**config.mk**
```make
export PLATFORM = sky130hd
export DESIGN_NAME = board_glue
export DESIGN_NICKNAME = d
export VERILOG_FILES = /design/src/source/map_pkg.sv /design/src/source/bus_pkg.sv /design/src/source/board_glue.sv /design/src/source/nmi_control.sv /design/src/source/dma_arbiter.sv /design/src/source/mem_decoder.sv /design/src/source/io_decoder.sv
export SDC_FILE = /design/constraint.sdc
export NUM_CORES = 1
export LEC_CHECK = 0
export ABC_AREA = 1
export BUFFER_PORTS_ARGS = -buffer_cell sky130_fd_sc_hd__buf_2
export CAP_MARGIN = 20
export CELL_PAD_IN_SITES_DETAIL_PLACEMENT = 0
export CELL_PAD_IN_SITES_GLOBAL_PLACEMENT = 1
export CORE_MARGIN = 5
export CORE_UTILIZATION = 35
export DETAILED_ROUTE_END_ITERATION = 8
export HOLD_SLACK_MARGIN = 0.08
export PLACE_DENSITY = 0.79
export SLEW_MARGIN = 40
export SYNTH_ARGS = -nofsm -noshare
export SYNTH_HDL_FRONTEND = slang
export SYNTH_SLANG_ARGS = --single-unit
```
**constraint.sdc**
```tcl
create_clock -name clk -period 3.7 [get_ports clk]
set_input_delay 0.74 -clock clk [delete_from_list [all_inputs] [get_ports clk]]
set_output_delay 0.74 -clock clk [all_outputs]
set_load 0.005 [all_outputs]
```
**src/source/map_pkg.sv**
```systemverilog
////////////////////////////////////////////////////////////////////////////
// System board address map
// I/O port groups, memory map constants, chip select structs and
// the board control bits normally taken from PPI port B
////////////////////////////////////////////////////////////////////////////

package map_pkg;

   // I/O port groups, the value of port address bits 7..5
   localparam logic [2:0] io_group_dma   = 3'd0;  // 8237 at 00h
   localparam logic [2:0] io_group_intr  = 3'd1;  // 8259 at 20h
   localparam logic [2:0] io_group_timer = 3'd2;  // 8253 at 40h
   localparam logic [2:0] io_group_ppi   = 3'd3;  // 8255 at 60h
   localparam logic [2:0] io_group_page  = 3'd4;  // page regs at 80h
   localparam logic [2:0] io_group_nmi   = 3'd5;  // nmi mask at A0h

   // memory map
   localparam logic [3:0] rom_segment = 4'hF;  // address bits 19..16
   localparam int         ram_banks   = 4;     // 64k banks below 40000h

   // DMA page register width, supplies address bits 19..16
   localparam int page_width = 4;

   // peripheral chip selects, one-hot
   typedef struct packed {
      logic dma;
      logic intr;
      logic timer;
      logic ppi;
   } io_select_t;

   // memory selects
   typedef struct packed {
      logic [7:0]           rom_cs;    // one 8k ROM socket each
      logic [ram_banks-1:0] ram_bank;
   } mem_select_t;

   // board control, active high
   typedef struct packed {
      logic ram_check_en;  // RAM parity check enable
      logic io_check_en;   // I/O channel check enable
      logic io_ch_ck;      // I/O channel check from the expansion slots
   } board_ctrl_t;

endpackage

```
**src/source/bus_pkg.sv**
```systemverilog
////////////////////////////////////////////////////////////////////////////
// CPU bus cycle definitions
// command encoding and the packed cycle carried on the valid/ready handshake
////////////////////////////////////////////////////////////////////////////

package bus_pkg;

   // system bus widths
   localparam int addr_width = 20;  // 1 MB address space
   localparam int data_width = 8;

   // bus command, as decoded from the CPU status lines
   typedef enum logic [1:0] {
      mem_read  = 2'd0,
      mem_write = 2'd1,
      io_read   = 2'd2,
      io_write  = 2'd3
   } bus_cmd_t;

   // one bus cycle as presented by the CPU side
   // parity is the memory parity bit returned with RAM read data,
   // it has no meaning on writes or I/O cycles
   typedef struct packed {
      logic [addr_width-1:0] addr;
      bus_cmd_t              cmd;
      logic [data_width-1:0] data;
      logic                  parity;  // odd parity over data on reads
   } bus_cycle_t;

endpackage
```
**src/source/board_glue.sv**
```systemverilog
////////////////////////////////////////////////////////////////////////////
// System board glue logic, top level
// bus handshake, I/O and memory decode, DMA arbitration and NMI
////////////////////////////////////////////////////////////////////////////

module board_glue
   import bus_pkg::*;
   import map_pkg::*;
(
   input  logic                  clk,
   input  logic                  reset_n,
   // CPU side
   input  bus_cycle_t            cycle,
   input  logic                  cycle_valid,
   output logic                  cycle_ready,
   input  logic                  bus_lock,
   // DMA side
   input  logic                  hold_req,
   input  logic [1:0]            dma_chan,
   output logic                  hold_ack,
   output logic                  aen_brd,
   output logic                  dma_aen,
   output logic [page_width-1:0] dma_page,
   // board control and selects
   input  board_ctrl_t           board_ctrl,
   output io_select_t            io_sel,
   output mem_select_t           mem_sel,
   output logic                  nmi
);

   logic accept;       // cycle taken this clock
   logic parity_fail;
   logic nmi_enable;

   assign accept = cycle_valid && cycle_ready;

   io_decoder u_io_decoder (
      .clk        (clk),
      .reset_n    (reset_n),
      .cycle      (cycle),
      .accept     (accept),
      .dma_chan   (dma_chan),
      .io_sel     (io_sel),
      .dma_page   (dma_page),
      .nmi_enable (nmi_enable)
   );

   mem_decoder u_mem_decoder (
      .clk         (clk),
      .reset_n     (reset_n),
      .cycle       (cycle),
      .accept      (accept),
      .mem_sel     (mem_sel),
      .parity_fail (parity_fail)
   );

   dma_arbiter u_dma_arbiter (
      .clk         (clk),
      .reset_n     (reset_n),
      .hold_req    (hold_req),
      .cycle_valid (cycle_valid),
      .bus_lock    (bus_lock),
      .hold_ack    (hold_ack),
      .aen_brd     (aen_brd),
      .dma_aen     (dma_aen),
      .cycle_ready (cycle_ready)
   );

   nmi_control u_nmi_control (
      .clk         (clk),
      .reset_n     (reset_n),
      .board_ctrl  (board_ctrl),
      .parity_fail (parity_fail),
      .nmi_enable  (nmi_enable),
      .nmi         (nmi)
   );

endmodule

```
**src/source/nmi_control.sv**
```systemverilog
////////////////////////////////////////////////////////////////////////////
// NMI control
// RAM parity and I/O channel check latches, masked into the CPU NMI
////////////////////////////////////////////////////////////////////////////

module nmi_control
   import map_pkg::*;
(
   input  logic        clk,
   input  logic        reset_n,
   input  board_ctrl_t board_ctrl,
   input  logic        parity_fail,
   input  logic        nmi_enable,
   output logic        nmi
);

   logic parity_latch;
   logic io_check_latch;

   // parity check latch
   // the enable doubles as the clear, as on the board
   always_ff @(posedge clk) begin
      if (!reset_n) begin
         parity_latch <= 1'b0;
      end else if (!board_ctrl.ram_check_en) begin
         parity_latch <= 1'b0;
      end else if (parity_fail) begin
         parity_latch <= 1'b1;
      end
   end

   // I/O channel check latch, same arrangement
   always_ff @(posedge clk) begin
      if (!reset_n) begin
         io_check_latch <= 1'b0;
      end else if (!board_ctrl.io_check_en) begin
         io_check_latch <= 1'b0;
      end else if (board_ctrl.io_ch_ck) begin
         io_check_latch <= 1'b1;
      end
   end

   // masked by the NMI register
   assign nmi = nmi_enable && (parity_latch || io_check_latch);

endmodule

```
**src/source/dma_arbiter.sv**
```systemverilog
////////////////////////////////////////////////////////////////////////////
// DMA hold arbiter
// hold request/acknowledge chain, staggered address enables, CPU ready
////////////////////////////////////////////////////////////////////////////

module dma_arbiter (
   input  logic clk,
   input  logic reset_n,
   input  logic hold_req,
   input  logic cycle_valid,
   input  logic bus_lock,
   output logic hold_ack,
   output logic aen_brd,
   output logic dma_aen,
   output logic cycle_ready
);

   logic bus_idle;
   logic aen_dly;  // aen_brd one clock later

   // CPU has nothing pending and no locked sequence running
   assign bus_idle = !cycle_valid && !bus_lock;

   // hold acknowledge
   // granted only from an idle bus, kept while the request stays up
   always_ff @(posedge clk) begin
      if (!reset_n) begin
         hold_ack <= 1'b0;
      end else if (!hold_req) begin
         hold_ack <= 1'b0;  // release on the first edge
      end else if (bus_idle) begin
         hold_ack <= 1'b1;
      end
   end

   // board address enable follows hold_ack by a clock
   always_ff @(posedge clk) begin
      if (!reset_n) begin
         aen_brd <= 1'b0;
      end else begin
         aen_brd <= hold_ack;
      end
   end

   // second stage for the DMA controller address enable
   always_ff @(posedge clk) begin
      if (!reset_n) begin
         aen_dly <= 1'b0;
      end else begin
         aen_dly <= aen_brd;
      end
   end

   // rises a clock after aen_brd, drops together with it
   assign dma_aen = aen_dly && aen_brd;

   // CPU waits while DMA owns or is taking the bus
   assign cycle_ready = !(hold_ack || aen_brd);

endmodule

```
**src/source/mem_decoder.sv**
```systemverilog
////////////////////////////////////////////////////////////////////////////
// Memory decoder
// ROM socket select, RAM bank select and read parity check
////////////////////////////////////////////////////////////////////////////

module mem_decoder
   import bus_pkg::*;
   import map_pkg::*;
(
   input  logic        clk,
   input  logic        reset_n,
   input  bus_cycle_t  cycle,
   input  logic        accept,
   output mem_select_t mem_sel,
   output logic        parity_fail
);

   logic        is_mem;
   logic        rom_hit;
   logic        ram_hit;
   logic        bad_parity;
   mem_select_t sel_next;

   assign is_mem = (cycle.cmd == mem_read || cycle.cmd == mem_write);

   // ROM answers reads only, top 64k of the address space
   assign rom_hit = (cycle.cmd == mem_read) && (cycle.addr[19:16] == rom_segment);

   // RAM sits in the low 256k
   assign ram_hit = is_mem && (cycle.addr[19:18] == 2'b00);

   // odd parity over data plus parity bit, even count is an error
   assign bad_parity = ~^{cycle.data, cycle.parity};

   always_comb begin
      sel_next = '0;
      if (rom_hit) begin
         sel_next.rom_cs = 8'b1 << cycle.addr[15:13];  // 8k per socket
      end
      if (ram_hit) begin
         sel_next.ram_bank = ram_banks'(1) << cycle.addr[17:16];
      end
   end

   // selects and parity result live for one cycle after acceptance
   always_ff @(posedge clk) begin
      if (!reset_n) begin
         mem_sel     <= '0;
         parity_fail <= 1'b0;
      end else begin
         if (accept) begin
            mem_sel <= sel_next;
         end else begin
            mem_sel <= '0;
         end
         parity_fail <= accept && ram_hit && (cycle.cmd == mem_read) && bad_parity;
      end
   end

endmodule

```
**src/source/io_decoder.sv**
```systemverilog
////////////////////////////////////////////////////////////////////////////
// I/O port decoder
// peripheral chip selects, DMA page registers and the NMI mask register
////////////////////////////////////////////////////////////////////////////

module io_decoder
   import bus_pkg::*;
   import map_pkg::*;
(
   input  logic                  clk,
   input  logic                  reset_n,
   input  bus_cycle_t            cycle,
   input  logic                  accept,
   input  logic [1:0]            dma_chan,
   output io_select_t            io_sel,
   output logic [page_width-1:0] dma_page,
   output logic                  nmi_enable
);

   logic [page_width-1:0] page_reg [0:3];  // one per DMA channel
   logic                  port_hit;
   logic                  is_write;
   logic [2:0]            group;
   logic                  page_wr;
   logic                  mask_wr;
   io_select_t            sel_next;

   // only the low 10 address bits decode on the board,
   // bits 9..8 set means an expansion card port
   assign port_hit = (cycle.cmd == io_read || cycle.cmd == io_write) &&
                     (cycle.addr[9:8] == 2'b00);
   assign is_write = (cycle.cmd == io_write);
   assign group    = cycle.addr[7:5];

   assign page_wr = accept && port_hit && is_write && (group == io_group_page);
   assign mask_wr = accept && port_hit && is_write && (group == io_group_nmi);

   // peripheral selects, reads and writes alike
   always_comb begin
      sel_next = '0;
      if (port_hit) begin
         case (group)
            io_group_dma:   sel_next.dma   = 1'b1;
            io_group_intr:  sel_next.intr  = 1'b1;
            io_group_timer: sel_next.timer = 1'b1;
            io_group_ppi:   sel_next.ppi   = 1'b1;
            default:        sel_next       = '0;  // page, nmi, 6 and 7
         endcase
      end
   end

   // select valid only in the cycle after acceptance
   always_ff @(posedge clk) begin
      if (!reset_n) begin
         io_sel <= '0;
      end else if (accept) begin
         io_sel <= sel_next;
      end else begin
         io_sel <= '0;
      end
   end

   // page registers, write only from the CPU side
   always_ff @(posedge clk) begin
      if (!reset_n) begin
         for (int i = 0; i < 4; i++) begin
            page_reg[i] <= '0;
         end
      end else if (page_wr) begin
         page_reg[cycle.addr[1:0]] <= cycle.data[page_width-1:0];
      end
   end

   // upper address bits during DMA come from the active channel
   assign dma_page = page_reg[dma_chan];

   // NMI mask, data bit 7 enables
   always_ff @(posedge clk) begin
      if (!reset_n) begin
         nmi_enable <= 1'b0;
      end else if (mask_wr) begin
         nmi_enable <= cycle.data[7];
      end
   end

endmodule

```
Yosys cells after proc, flatten, opt, wreduce, memory -nomap -nowiden
Memories as Yosys holds them, arrays and structs flattened.
Cells that the tools add are included.
{"block": "classes", "reduce_logical": 33, "shifts": 2, "eq_ne": 9, "n_mux": 11}
{"operator": "logical AND 1 bit", "n": 14}
{"operator": "two-way mux 1 bit", "n": 9}
{"operator": "AND reduction 3 bit", "n": 3}
{"operator": "XNOR reduction 9 bit", "n": 1}
{"operator": "<< shifter 1 x 3 -> 8 bit, first input constant", "n": 1}
{"operator": "equality test 3 x 2 -> 1 bit, second input constant", "n": 2}
{"operator": "equality test 3 bit, second input constant", "n": 2}
{"operator": "logical NOT 2 bit", "n": 3}
{"operator": "AND reduction 2 bit", "n": 3}
{"operator": "equality test 2 bit, second input constant", "n": 2}
{"operator": "equality test 4 bit, second input constant", "n": 1}
{"operator": "logical OR 1 bit", "n": 4}
{"operator": "two-way mux 4 bit", "n": 1}
{"operator": "OR reduction 4 bit", "n": 1}
{"operator": "<< shifter 1 x 2 -> 4 bit, first input constant", "n": 1}
{"operator": "equality test 3 x 1 -> 1 bit, second input constant", "n": 1}
{"operator": "logical NOT 1 bit", "n": 3}
{"operator": "logical NOT 3 bit", "n": 1}
{"operator": "equality test 2 x 1 -> 1 bit, second input constant", "n": 1}
{"operator": "two-way mux 2 bit", "n": 1}
{"block": "totals", "out_inout_bits": 25, "ramBits": 16, "n_memories": 1, "ff_bits": 23, "word_cells": 69, "in_bits": 41}
{"memory": "u_io_decoder.page_reg", "depth": 4, "word_bits": 4, "read_ports": 1, "rd_ports_with_merged_regs": 0, "write_ports": 4, "line": "io_decoder.sv:20", "source": "logic [page_width-1:0] page_reg [0:3];"}

Longest topological paths before layout
Gate-level depths: netlist of run 1.
{"block": "depth", "ltp_word": 11, "mapped_depth": 9, "ltp_nobuf": 9}

Hierarchy
From an unflattened synthesis of run 1, not the netlist that was laid out.
{"block": "unflattened", "cells_unflattened": 204, "hier_area_um2": 1765.4}
{"module": "io_decoder", "cells_per_inst": 99, "area_per_inst_um2": 1029.7, "n_inst": 1}
{"module": "mem_decoder", "cells_per_inst": 78, "area_per_inst_um2": 553.0, "n_inst": 1}
{"module": "dma_arbiter", "cells_per_inst": 14, "area_per_inst_um2": 101.3, "n_inst": 1}
{"module": "nmi_control", "cells_per_inst": 11, "area_per_inst_um2": 73.8, "n_inst": 1}
{"module": "board_glue", "cells_per_inst": 2, "area_per_inst_um2": 7.5, "n_inst": 1}

Worst setup path after synthesis of run 1
Ideal clock, no wire load.
{"block": "synth_timing", "path_kind": "input to output", "startpoint": "input port dma_chan[0]", "endpoint": "output port dma_page[0]", "stages": 4, "arrival_time_ps": 1329, "setup_slack_ps": 1631, "required_time_ps": 2960, "cell_sequence": "clkbuf_1 -> inv_1 -> o21ai_0 -> o22ai_1"}
{"block": "synth_between", "elab_chain_cells": 1}
{"element": "start: declaration", "line": "board_glue.sv:19", "source": "input logic [1:0] dma_chan,"}
{"element": "memory read (4 x 4 bit)"}
{"element": "end: declaration", "line": "board_glue.sv:23", "source": "output logic [page_width-1:0] dma_page,"}
Every way passes these cells.

Worst setup path after layout of run 1
Ends and elaborated chain as after synthesis.

==> impl_metrics.ini, run 1 <==
[outcome]
status = finished clean

[timing]
min_period_over_period_pct = 58.8
drv_slew = 0
rsz0062_at_grt = false
relSlewSlack_pct = 59.4
setup_viol = 0
tns_ns = 0
fmax_mhz = 460
min_period_ns = 2.17
skew_ns = 0.00266
worstMarginPinSlew_ns = 0.602
finalHoldViolations = 0
worst_slack_ns = 1.53

[detailed_routing]
ant_nets = 0
drt-initial-drc-count = 64
drt_pass1_iterations = 4
drc_errors = 0
drt-total-wl_mm = 3.78
num_vias = 1468
wire_per_inst_microns = 11.3
via_per_inst = 4.37

[logic_synthesis]
synth_ff_type = dfxtp_1
syn-num-nets = 245
ys_warn_count = 0
synth_area_sq_um = 1710
yosysSeqAreaShare_pct = 54.9
synthArstFlopShare_pct = 0
yosysUniqueCellTypes = 23
ys_ff_latch = 39
syn_area_per_cell_sq_um = 8.40
synthCells = 204
synth-edff-count = 16

[finish]
final_cell_mix = buf_2, nand2_1, nor2_1
drive_above_1_share_pct = 29.4
num_antenna_cells = 0
stdcell_area_sq_um = 2170
syn_to_final_growth_pct = 26.6
largest_reg_flops = 16
fin_util_pct = 45.7
nets = 309
final_common_cell = buf_2

[clocking]
cts_resized = 0
clkSinkCount = 39
cts_max_level = 2
postCtsHoldBufs = 0
cts_tree = yes
path_clk_slew_ns = 0.07
cts_buffers = 5
cts_setup_buffers = 0
clk_latency_ns = 0.28
clock_path_buffers = 2
root_buffer = clkbuf_8

[grt]
overflow = 0
grt_antenna_before_repair = 0
grt_pass1_wl_mm = 6.27
grt_use_total_pct = 12.7
grt_pass1_vias = 1502
grt_max_degree = 12

[power_and_ir_drop]
ir_drop_uv = 152
power.density_nw_per_um2 = 377
p_leak_uw = 0.00110

[critical_path]
cpMaxStageDelayCell = o21ai_0
worstPathRequired_ns = 2.96
path_cells = buf_2 -> inv_1 -> o21ai_0 -> o22ai_1 -> buf_2
cpMostUsedCell = buf_2
r2r_start = u_dma_arbiter.hold_ack
cp-startpoint = dma_chan[0]
worstSetupPathType = input port to output port
max_stage_delay_ns = 0.19
end_kind = output port
reg2reg_to = u_io_decoder.page_reg[3][3]
regToRegSetupSlack_ns = 1.98
crit_fanout = 9
cp_data_arrival_time_ns = 1.43
ff2ff_path_depth = 5
critPathLaunchType = input port
critical_path.endpoint = dma_page[0]

[floorplanning]
die_area_sq_um = 6400
initial_utilization_pct = 36.1
die_h_microns = 80.0
ios = 66
placementRows = 25
core_sq_um = 4750
die_w_microns = 80.0

[placement]
gp_congestion = 0.770
place_hpwl_mm = 3.14
io_buffers = 59
dpl_cell_area_sq_um = 2090
dp_slack_ns = 1.52

[run]
cap_viol_max_count = 0

[worst_hold_path]
hold_path_class = register to register
hold_start = u_mem_decoder.parity_fail
-- power breakdown --
| group | total (uW) | internal [uW] | switching (uW) |
|---|---|---|---|
| clock | 275 | 139 | 135 |
| combinational | 85.2 | 32.7 | 52.4 |
| sequential | 458 | 455 | 3.08 |
| total | 818 | 627 | 191 |
-- critical path: cells and delay by family --
kind / cells / cell delay [ns]
buffers and inverters: 3 / 0.41
AOI/OAI and AO/OA: 2 / 0.28
-- layout make-up --
type / instances / area [sq um]
fillers: 517 / 2580
inverters: 28 / 105
clock buffers: 7 / 80.1
well taps: 67 / 83.8
clock inverters: 1 / 5.00
multi-input cells: 135 / 661
repair buffers: 59 / 295
flip-flops and latches: 39 / 941
-- logic make-up after synthesis --
group | after synthesis | synth area share (%)
AO/OA/AOI/OAI | 20 | 7.15
buffers and inverters | 30 | 6.57
flip-flops | 39 | 54.9
AND/OR/NAND/NOR | 115 | 31.4
-- through the flow --
step | hold slack, ns | cells | power, uW
after floorplan | 0.432 | 204 | 513
after global placement | 0.435 | 328 | 552
after detailed placement | 0.449 | 328 | 554
after CTS | 0.465 | 336 | 827
after global routing | 0.470 | 336 | 856
final | 0.461 | 336 | 818
-- synthesized netlist by cell type (3+ instances only) --
cell | number | area share (%)
dfxtp_1 | 23 | 27
nand4_1 | 4 | 1.5
nor3_2 | 4 | 2.3
nor2_1 | 32 | 7.0
nand2_1 | 45 | 9.9
nand3_1 | 6 | 1.8
o22ai_1 | 4 | 1.5
inv_1 | 26 | 5.7
nor3_1 | 12 | 3.5
o211a_1 | 3 | 1.8
edfxtp_1 | 16 | 28
o21ai_0 | 10 | 2.9
-- layer usage --
layer	vias to the layer above	wire length (microns)	track usage [%]
li1	793	-	-
met3	5	218	3.95
met1	631	1650	14.0
met5	-	0	0
met4	0	58	5.57
met2	39	1860	22.4
-- how the worst min path moves through the flow --
stage | to | depth (start not counted) | slack (ns)
floorplan | u_nmi_control.parity_latch | 1 | 0.43
global placement | u_nmi_control.parity_latch | 1 | 0.43
detailed placement | u_nmi_control.parity_latch | 1 | 0.45
CTS | u_nmi_control.parity_latch | 1 | 0.47
global route | u_nmi_control.parity_latch | 1 | 0.47
finish | u_nmi_control.parity_latch | 1 | 0.46
Power figures use the tool's default switching activity.
==> inputs of run 2 (changes only) <==
--- a/config.mk
+++ b/config.mk
@@ -11,10 +11,10 @@
 export CELL_PAD_IN_SITES_DETAIL_PLACEMENT = 0
 export CELL_PAD_IN_SITES_GLOBAL_PLACEMENT = 1
 export CORE_MARGIN = 5
-export CORE_UTILIZATION = 35
+export CORE_UTILIZATION = 34
 export DETAILED_ROUTE_END_ITERATION = 8
 export HOLD_SLACK_MARGIN = 0.08
-export PLACE_DENSITY = 0.79
+export PLACE_DENSITY = 0.77
 export SLEW_MARGIN = 40
 export SYNTH_ARGS = -nofsm -noshare
 export SYNTH_HDL_FRONTEND = slang
==> constraint.sdc (replaced) <==
create_clock -name clk -period 2.1 [get_ports clk]
set_input_delay 0.42 -clock clk [delete_from_list [all_inputs] [get_ports clk]]
set_output_delay 0.42 -clock clk [all_outputs]
set_load 0.005 [all_outputs]
==> run 2 against run 1 <==
Effect of this change:
- register-to-register slack lost 1.4 ns
- critical path depth grew 2
- core utilization shrank 0.36 points
==> impl_metrics.ini, run 2 (synthesis gave the netlist of run 1 again) <==
[worst_hold_path]
hold_start = cycle[18]
min_to = u_io_decoder.io_sel[0]
hold_path_class = input port to register
hold_depth = 2

[clocking]
root_buffer = clkbuf_8
cts_resized = 0
cts_max_level = 2
cts_tree = yes
path_clk_slew_ns = 0.07
clkSinkCount = 39
cts_buffers = 5
clk_latency_ns = 0.28
clock_path_buffers = 2
postCtsHoldBufs = 0
cts_setup_buffers = 0

[floorplanning]
die_h_microns = 81.0
core_sq_um = 4820
die_area_sq_um = 6560
ios = 66
placementRows = 25
initial_utilization_pct = 35.6
die_w_microns = 81.0

[critical_path]
reg2reg_to = u_io_decoder.page_reg[0][0]
worstSetupPathType = register to register
cpMaxStageDelayCell = dfxtp_1
ff2ff_path_depth = 7
crit_buf_inv = 0
r2r_start = u_dma_arbiter.hold_ack
crit_fanout = 5
end_kind = register
worstPathRequired_ns = 2.08
critPathLaunchType = register
max_stage_delay_ns = 0.34
path_cells = nor2_2 -> nand2_2 -> nor2_4 -> nand2_2 -> nor2_4 -> nand3_2 -> nand2_1
crit_family = simple AND/OR/NAND/NOR gates
cp_data_arrival_time_ns = 1.54
regToRegSetupSlack_ns = 0.54

[detailed_routing]
drt_pass1_iterations = 4
ant_nets = 0
drt-initial-drc-count = 53
drt-total-wl_mm = 3.81
via_per_inst = 4.31
num_vias = 1457
wire_per_inst_microns = 11.3
drc_errors = 0

[finish]
fillers = 518
multi_input_area_sq_um = 661
syn_to_final_growth_pct = 27.3
num_antenna_cells = 0
largest_reg_flops = 16
final-seq-area_sq_um = 941
final_cell_mix = buf_2, nand2_1, nor2_1
stdcell_area_sq_um = 2180
drive_above_1_share_pct = 29.5
final_common_cell = buf_2
nets = 311

[grt]
grt_max_degree = 13
grt_antenna_before_repair = 0
grt_pass1_vias = 1440
grt_pass1_wl_mm = 6.23
overflow = 0
grt_use_total_pct = 12.6

[power_and_ir_drop]
ir_drop_uv = 339
power.density_nw_per_um2 = 653
p_total_uw = 1420
p_leak_uw = 0.00111

[placement]
dpl_cell_area_sq_um = 2100
place_hpwl_mm = 3.15
dp_slack_ns = 0.394
gp_congestion = 0.732
io_buffers = 59

[timing]
tns_ns = 0
min_period_over_period_pct = 74.1
worst_slack_ns = 0.544
drv_slew = 0
rsz0062_at_grt = false
relSlewSlack_pct = 78.4
skew_ns = 0.00532
fmax_mhz = 643
min_period_ns = 1.56
finalHoldViolations = 0
worstMarginPinSlew_ns = 0.322
setup_viol = 0

[run]
cap_viol_max_count = 0

[outcome]
status = finished clean
[run 2: changes by cell type in the layout (fill, tap and decap cells not counted), sizes merged]
cell	delta
buf	+2
clkbuf	-1
clkinv	+1
[run 2: power by group]
part	internal [uW]	leakage (uW)	switching, uW	total [uW]
logic	60.0	0.000716	93.2	153
registers	801	0.000347	5.27	806
clock network	228	0.0000426	237	465
[run 2: area by class of cell]
type	instances	share of cell area [%]
Timing Repair Buffer	61	14.2
Inverter	28	4.82
Clock inverter	2	0.401
Sequential cell	39	43.1
Tap cell	67	3.84
Clock buffer	6	3.33
Multi-Input combinational cell	135	30.3
[run 2: through the flow]
stage / hold slack [ns] / std cells / util [%]
3_5_place_dp: 0.442 / 330 / 43.6
6_report: 0.332 / 338 / 45.3
2_1_floorplan: 0.432 / 204 / -
5_1_grt: 0.320 / 338 / 45.3
3_3_place_gp: 0.437 / 330 / 43.6
4_1_cts: 0.323 / 338 / 45.3
[run 2: worst max-delay path by stage]
stage | slack, ns | cells after the start | endpoint | from
final | 0.54 | 7 | u_io_decoder.page_reg[0][0] | u_dma_arbiter.hold_ack
after global routing | 0.39 | 7 | u_io_decoder.page_reg[0][3] | u_dma_arbiter.hold_ack
after global placement | 0.43 | 8 | u_io_decoder.page_reg[0][0] | cycle[19]
after CTS | 0.53 | 7 | u_io_decoder.page_reg[0][3] | u_dma_arbiter.hold_ack
after floorplan | 0.60 | 5 | u_io_decoder.page_reg[1][0] | cycle[19]
after detailed placement | 0.39 | 8 | u_io_decoder.page_reg[0][3] | cycle[19]
[run 2: layer usage]
metal / wire, microns / vias up / track usage (%)
met2: 1880 / 36 / 21.9
met3: 213 / 4 / 4.55
li1: - / 797 / -
met1: 1660 / 620 / 14.1
met4: 43 / 0 / 4.56
met5: 0 / - / 0
==> inputs of run 3 (changes only) <==
--- a/config.mk
+++ b/config.mk
@@ -11,10 +11,10 @@
 export CELL_PAD_IN_SITES_DETAIL_PLACEMENT = 0
 export CELL_PAD_IN_SITES_GLOBAL_PLACEMENT = 1
 export CORE_MARGIN = 5
-export CORE_UTILIZATION = 34
+export CORE_UTILIZATION = 31
 export DETAILED_ROUTE_END_ITERATION = 8
 export HOLD_SLACK_MARGIN = 0.08
-export PLACE_DENSITY = 0.77
+export PLACE_DENSITY = 0.74
 export SLEW_MARGIN = 40
 export SYNTH_ARGS = -nofsm -noshare
 export SYNTH_HDL_FRONTEND = slang
==> constraint.sdc (replaced) <==
create_clock -name clk -period 1.35 [get_ports clk]
set_input_delay 0.27 -clock clk [delete_from_list [all_inputs] [get_ports clk]]
set_output_delay 0.27 -clock clk [all_outputs]
set_load 0.005 [all_outputs]
==> run 3 against run 2 <==
Effect of this change:
- the run now ends with negative setup slack left
- highest routed layer unchanged
- register-to-register slack got worse by 0.56 ns
- clock power rose by 140%
- combinational power rose by 88%
==> impl_metrics.ini, run 3 (synthesis gave the netlist of run 1 again) <==
[finish]
syn_to_final_growth_pct = 43.7
stdcell_area_sq_um = 2460
fin_util_pct = 45.3
final_cell_mix = buf_2, nand2_1, inv_1
num_antenna_cells = 0
final_common_cell = buf_2
nets = 329
drive_above_1_share_pct = 39.8
largest_reg_flops = 16

[critical_path]
crit_buf_inv = 0
max_stage_delay_ns = 0.34
cp_data_arrival_time_ns = 1.37
reg2reg_to = u_io_decoder.page_reg[0][0]
worstSetupPathType = register to register
worstPathRequired_ns = 1.35
path_cells = nor2_4 -> nand2_2 -> nor2_4 -> nand2_4 -> nor2_4 -> nand3_2 -> nand2_4
critPathLaunchType = register
crit_fanout = 4
regToRegSetupSlack_ns = -0.01
r2r_start = u_dma_arbiter.aen_brd
cpMaxStageDelayCell = dfxtp_2
crit_family = simple AND/OR/NAND/NOR gates
ff2ff_path_depth = 7
cpMostUsedCell = nor2_4
cp-startpoint = u_dma_arbiter.aen_brd
end_kind = register

[clocking]
path_clk_slew_ns = 0.07
cts_buffers = 5
cts_max_level = 2
clk_latency_ns = 0.29
postCtsHoldBufs = 0
clock_path_buffers = 2
cts_tree = yes
root_buffer = clkbuf_8
clkSinkCount = 39

[power_and_ir_drop]
p_leak_uw = 0.00124
power.density_nw_per_um2 = 1080
internal-power_uw = 2110
pwr-share-seq_pct = 47.1
ir_drop_uv = 457
pwr-share-clk_pct = 42.1
combinationalPowerShare_pct = 10.8
p_switching_uw = 558
swShare_pct = 20.9

[detailed_routing]
drc_errors = 0
drt-initial-drc-count = 71
drt-total-wl_mm = 3.98
via_per_inst = 4.38
wire_per_inst_microns = 11.0
drt_pass1_iterations = 4
num_vias = 1582
ant_nets = 0

[run]
cap_viol_max_count = 0

[timing]
min_period_ns = 1.36
skew_ns = 0.00552
drv_slew = 0
finalHoldViolations = 0
rsz0062_at_grt = true
relSlewSlack_pct = 77.6
min_period_over_period_pct = 101
worstMarginPinSlew_ns = 0.334
tns_ns = -0.0399
setup_viol = 4
fmax_mhz = 734
worst_slack_ns = -0.0130

[placement]
dpl_cell_area_sq_um = 2240
io_buffers = 59
dp_slack_ns = -0.148
gp_congestion = 0.751
place_hpwl_mm = 3.22

[floorplanning]
placementRows = 27
die_area_sq_um = 7120
initial_utilization_pct = 31.5
core_sq_um = 5440
die_w_microns = 84.4
die_h_microns = 84.4
ios = 66

[outcome]
violations = negative setup slack
status = complete, but fails checks

[worst_hold_path]
min_to = u_mem_decoder.mem_sel[0]
hold_depth = 2
hold_path_class = input port to register
hold_start = cycle[27]

[grt]
grt_antenna_before_repair = 0
grt_pass1_wl_mm = 6.71
grt_pass1_vias = 1569
grt_max_degree = 13
grt_use_total_pct = 11.7
overflow = 0
[run 3: cell count changes in the layout (fill, tap and decap cells not counted), sizes merged]
cell	before	now
buf	61	79
bufinv	0	2
clkinv	2	0
[run 3: timing repair]
| item | CTS | global route |
|---|---|---|
| buffers inserted | 1 | 1 |
| gates resized for setup | 6 | 23 |
| pin swaps | 1 | 2 |
| setup endpoints to repair | 20 | 35 |
[run 3: metal layers]
| layer | share of wire (%) | vias to the layer above | track usage, % |
|---|---|---|---|
| li1 | - | 836 | - |
| met1 | 41 | 693 | 13.1 |
| met2 | 49 | 43 | 19.3 |
| met3 | 7.6 | 10 | 4.71 |
| met4 | 2.4 | 0 | 5.47 |
| met5 | 0 | - | 0 |
[run 3: how the worst max path moves through the flow]
stage,to,cells after the start
2_1_floorplan,u_io_decoder.page_reg[0][0],7
3_3_place_gp,u_io_decoder.page_reg[0][1],8
3_5_place_dp,u_io_decoder.page_reg[0][3],8
4_1_cts,u_io_decoder.page_reg[0][0],7
5_1_grt,u_io_decoder.page_reg[0][0],7
6_report,u_io_decoder.page_reg[0][0],7
[run 3: per-stage QoR]
step	hold slack (ns)	power (uW)	instances
floorplan	0.342	1410	204
global placement	0.436	1550	351
detailed placement	0.444	1550	351
CTS	0.162	2700	360
global route	0.167	2800	361
finish	0.177	2670	361
[run 3: power groups by stage]
stage | combinational (uW) | clock [uW] | sequential, uW
floorplan | 128 | 0 | 1280
global route | 324 | 1220 | 1260
detailed placement | 272 | 0 | 1280
finish | 288 | 1120 | 1260
global placement | 267 | 0 | 1280
CTS | 278 | 1170 | 1250
[run 3: layout make-up]
cell class | instances | area (sq um)
flip-flops and latches | 39 | 943
repair buffers | 79 | 453
fillers | 548 | 2980
clock buffers | 6 | 72.6
inverters | 28 | 108
clock inverters | 2 | 60.1
well taps | 72 | 90.1
multi-input cells | 135 | 737
[run 3: worst register-to-register path, stage by stage (launching register included)]
cell,delay [ns]
dfxtp_2,0.34
nor2_4,0.12
nand2_2,0.07
nor2_4,0.12
nand2_4,0.08
nor2_4,0.12
nand3_2,0.13
nand2_4,0.11
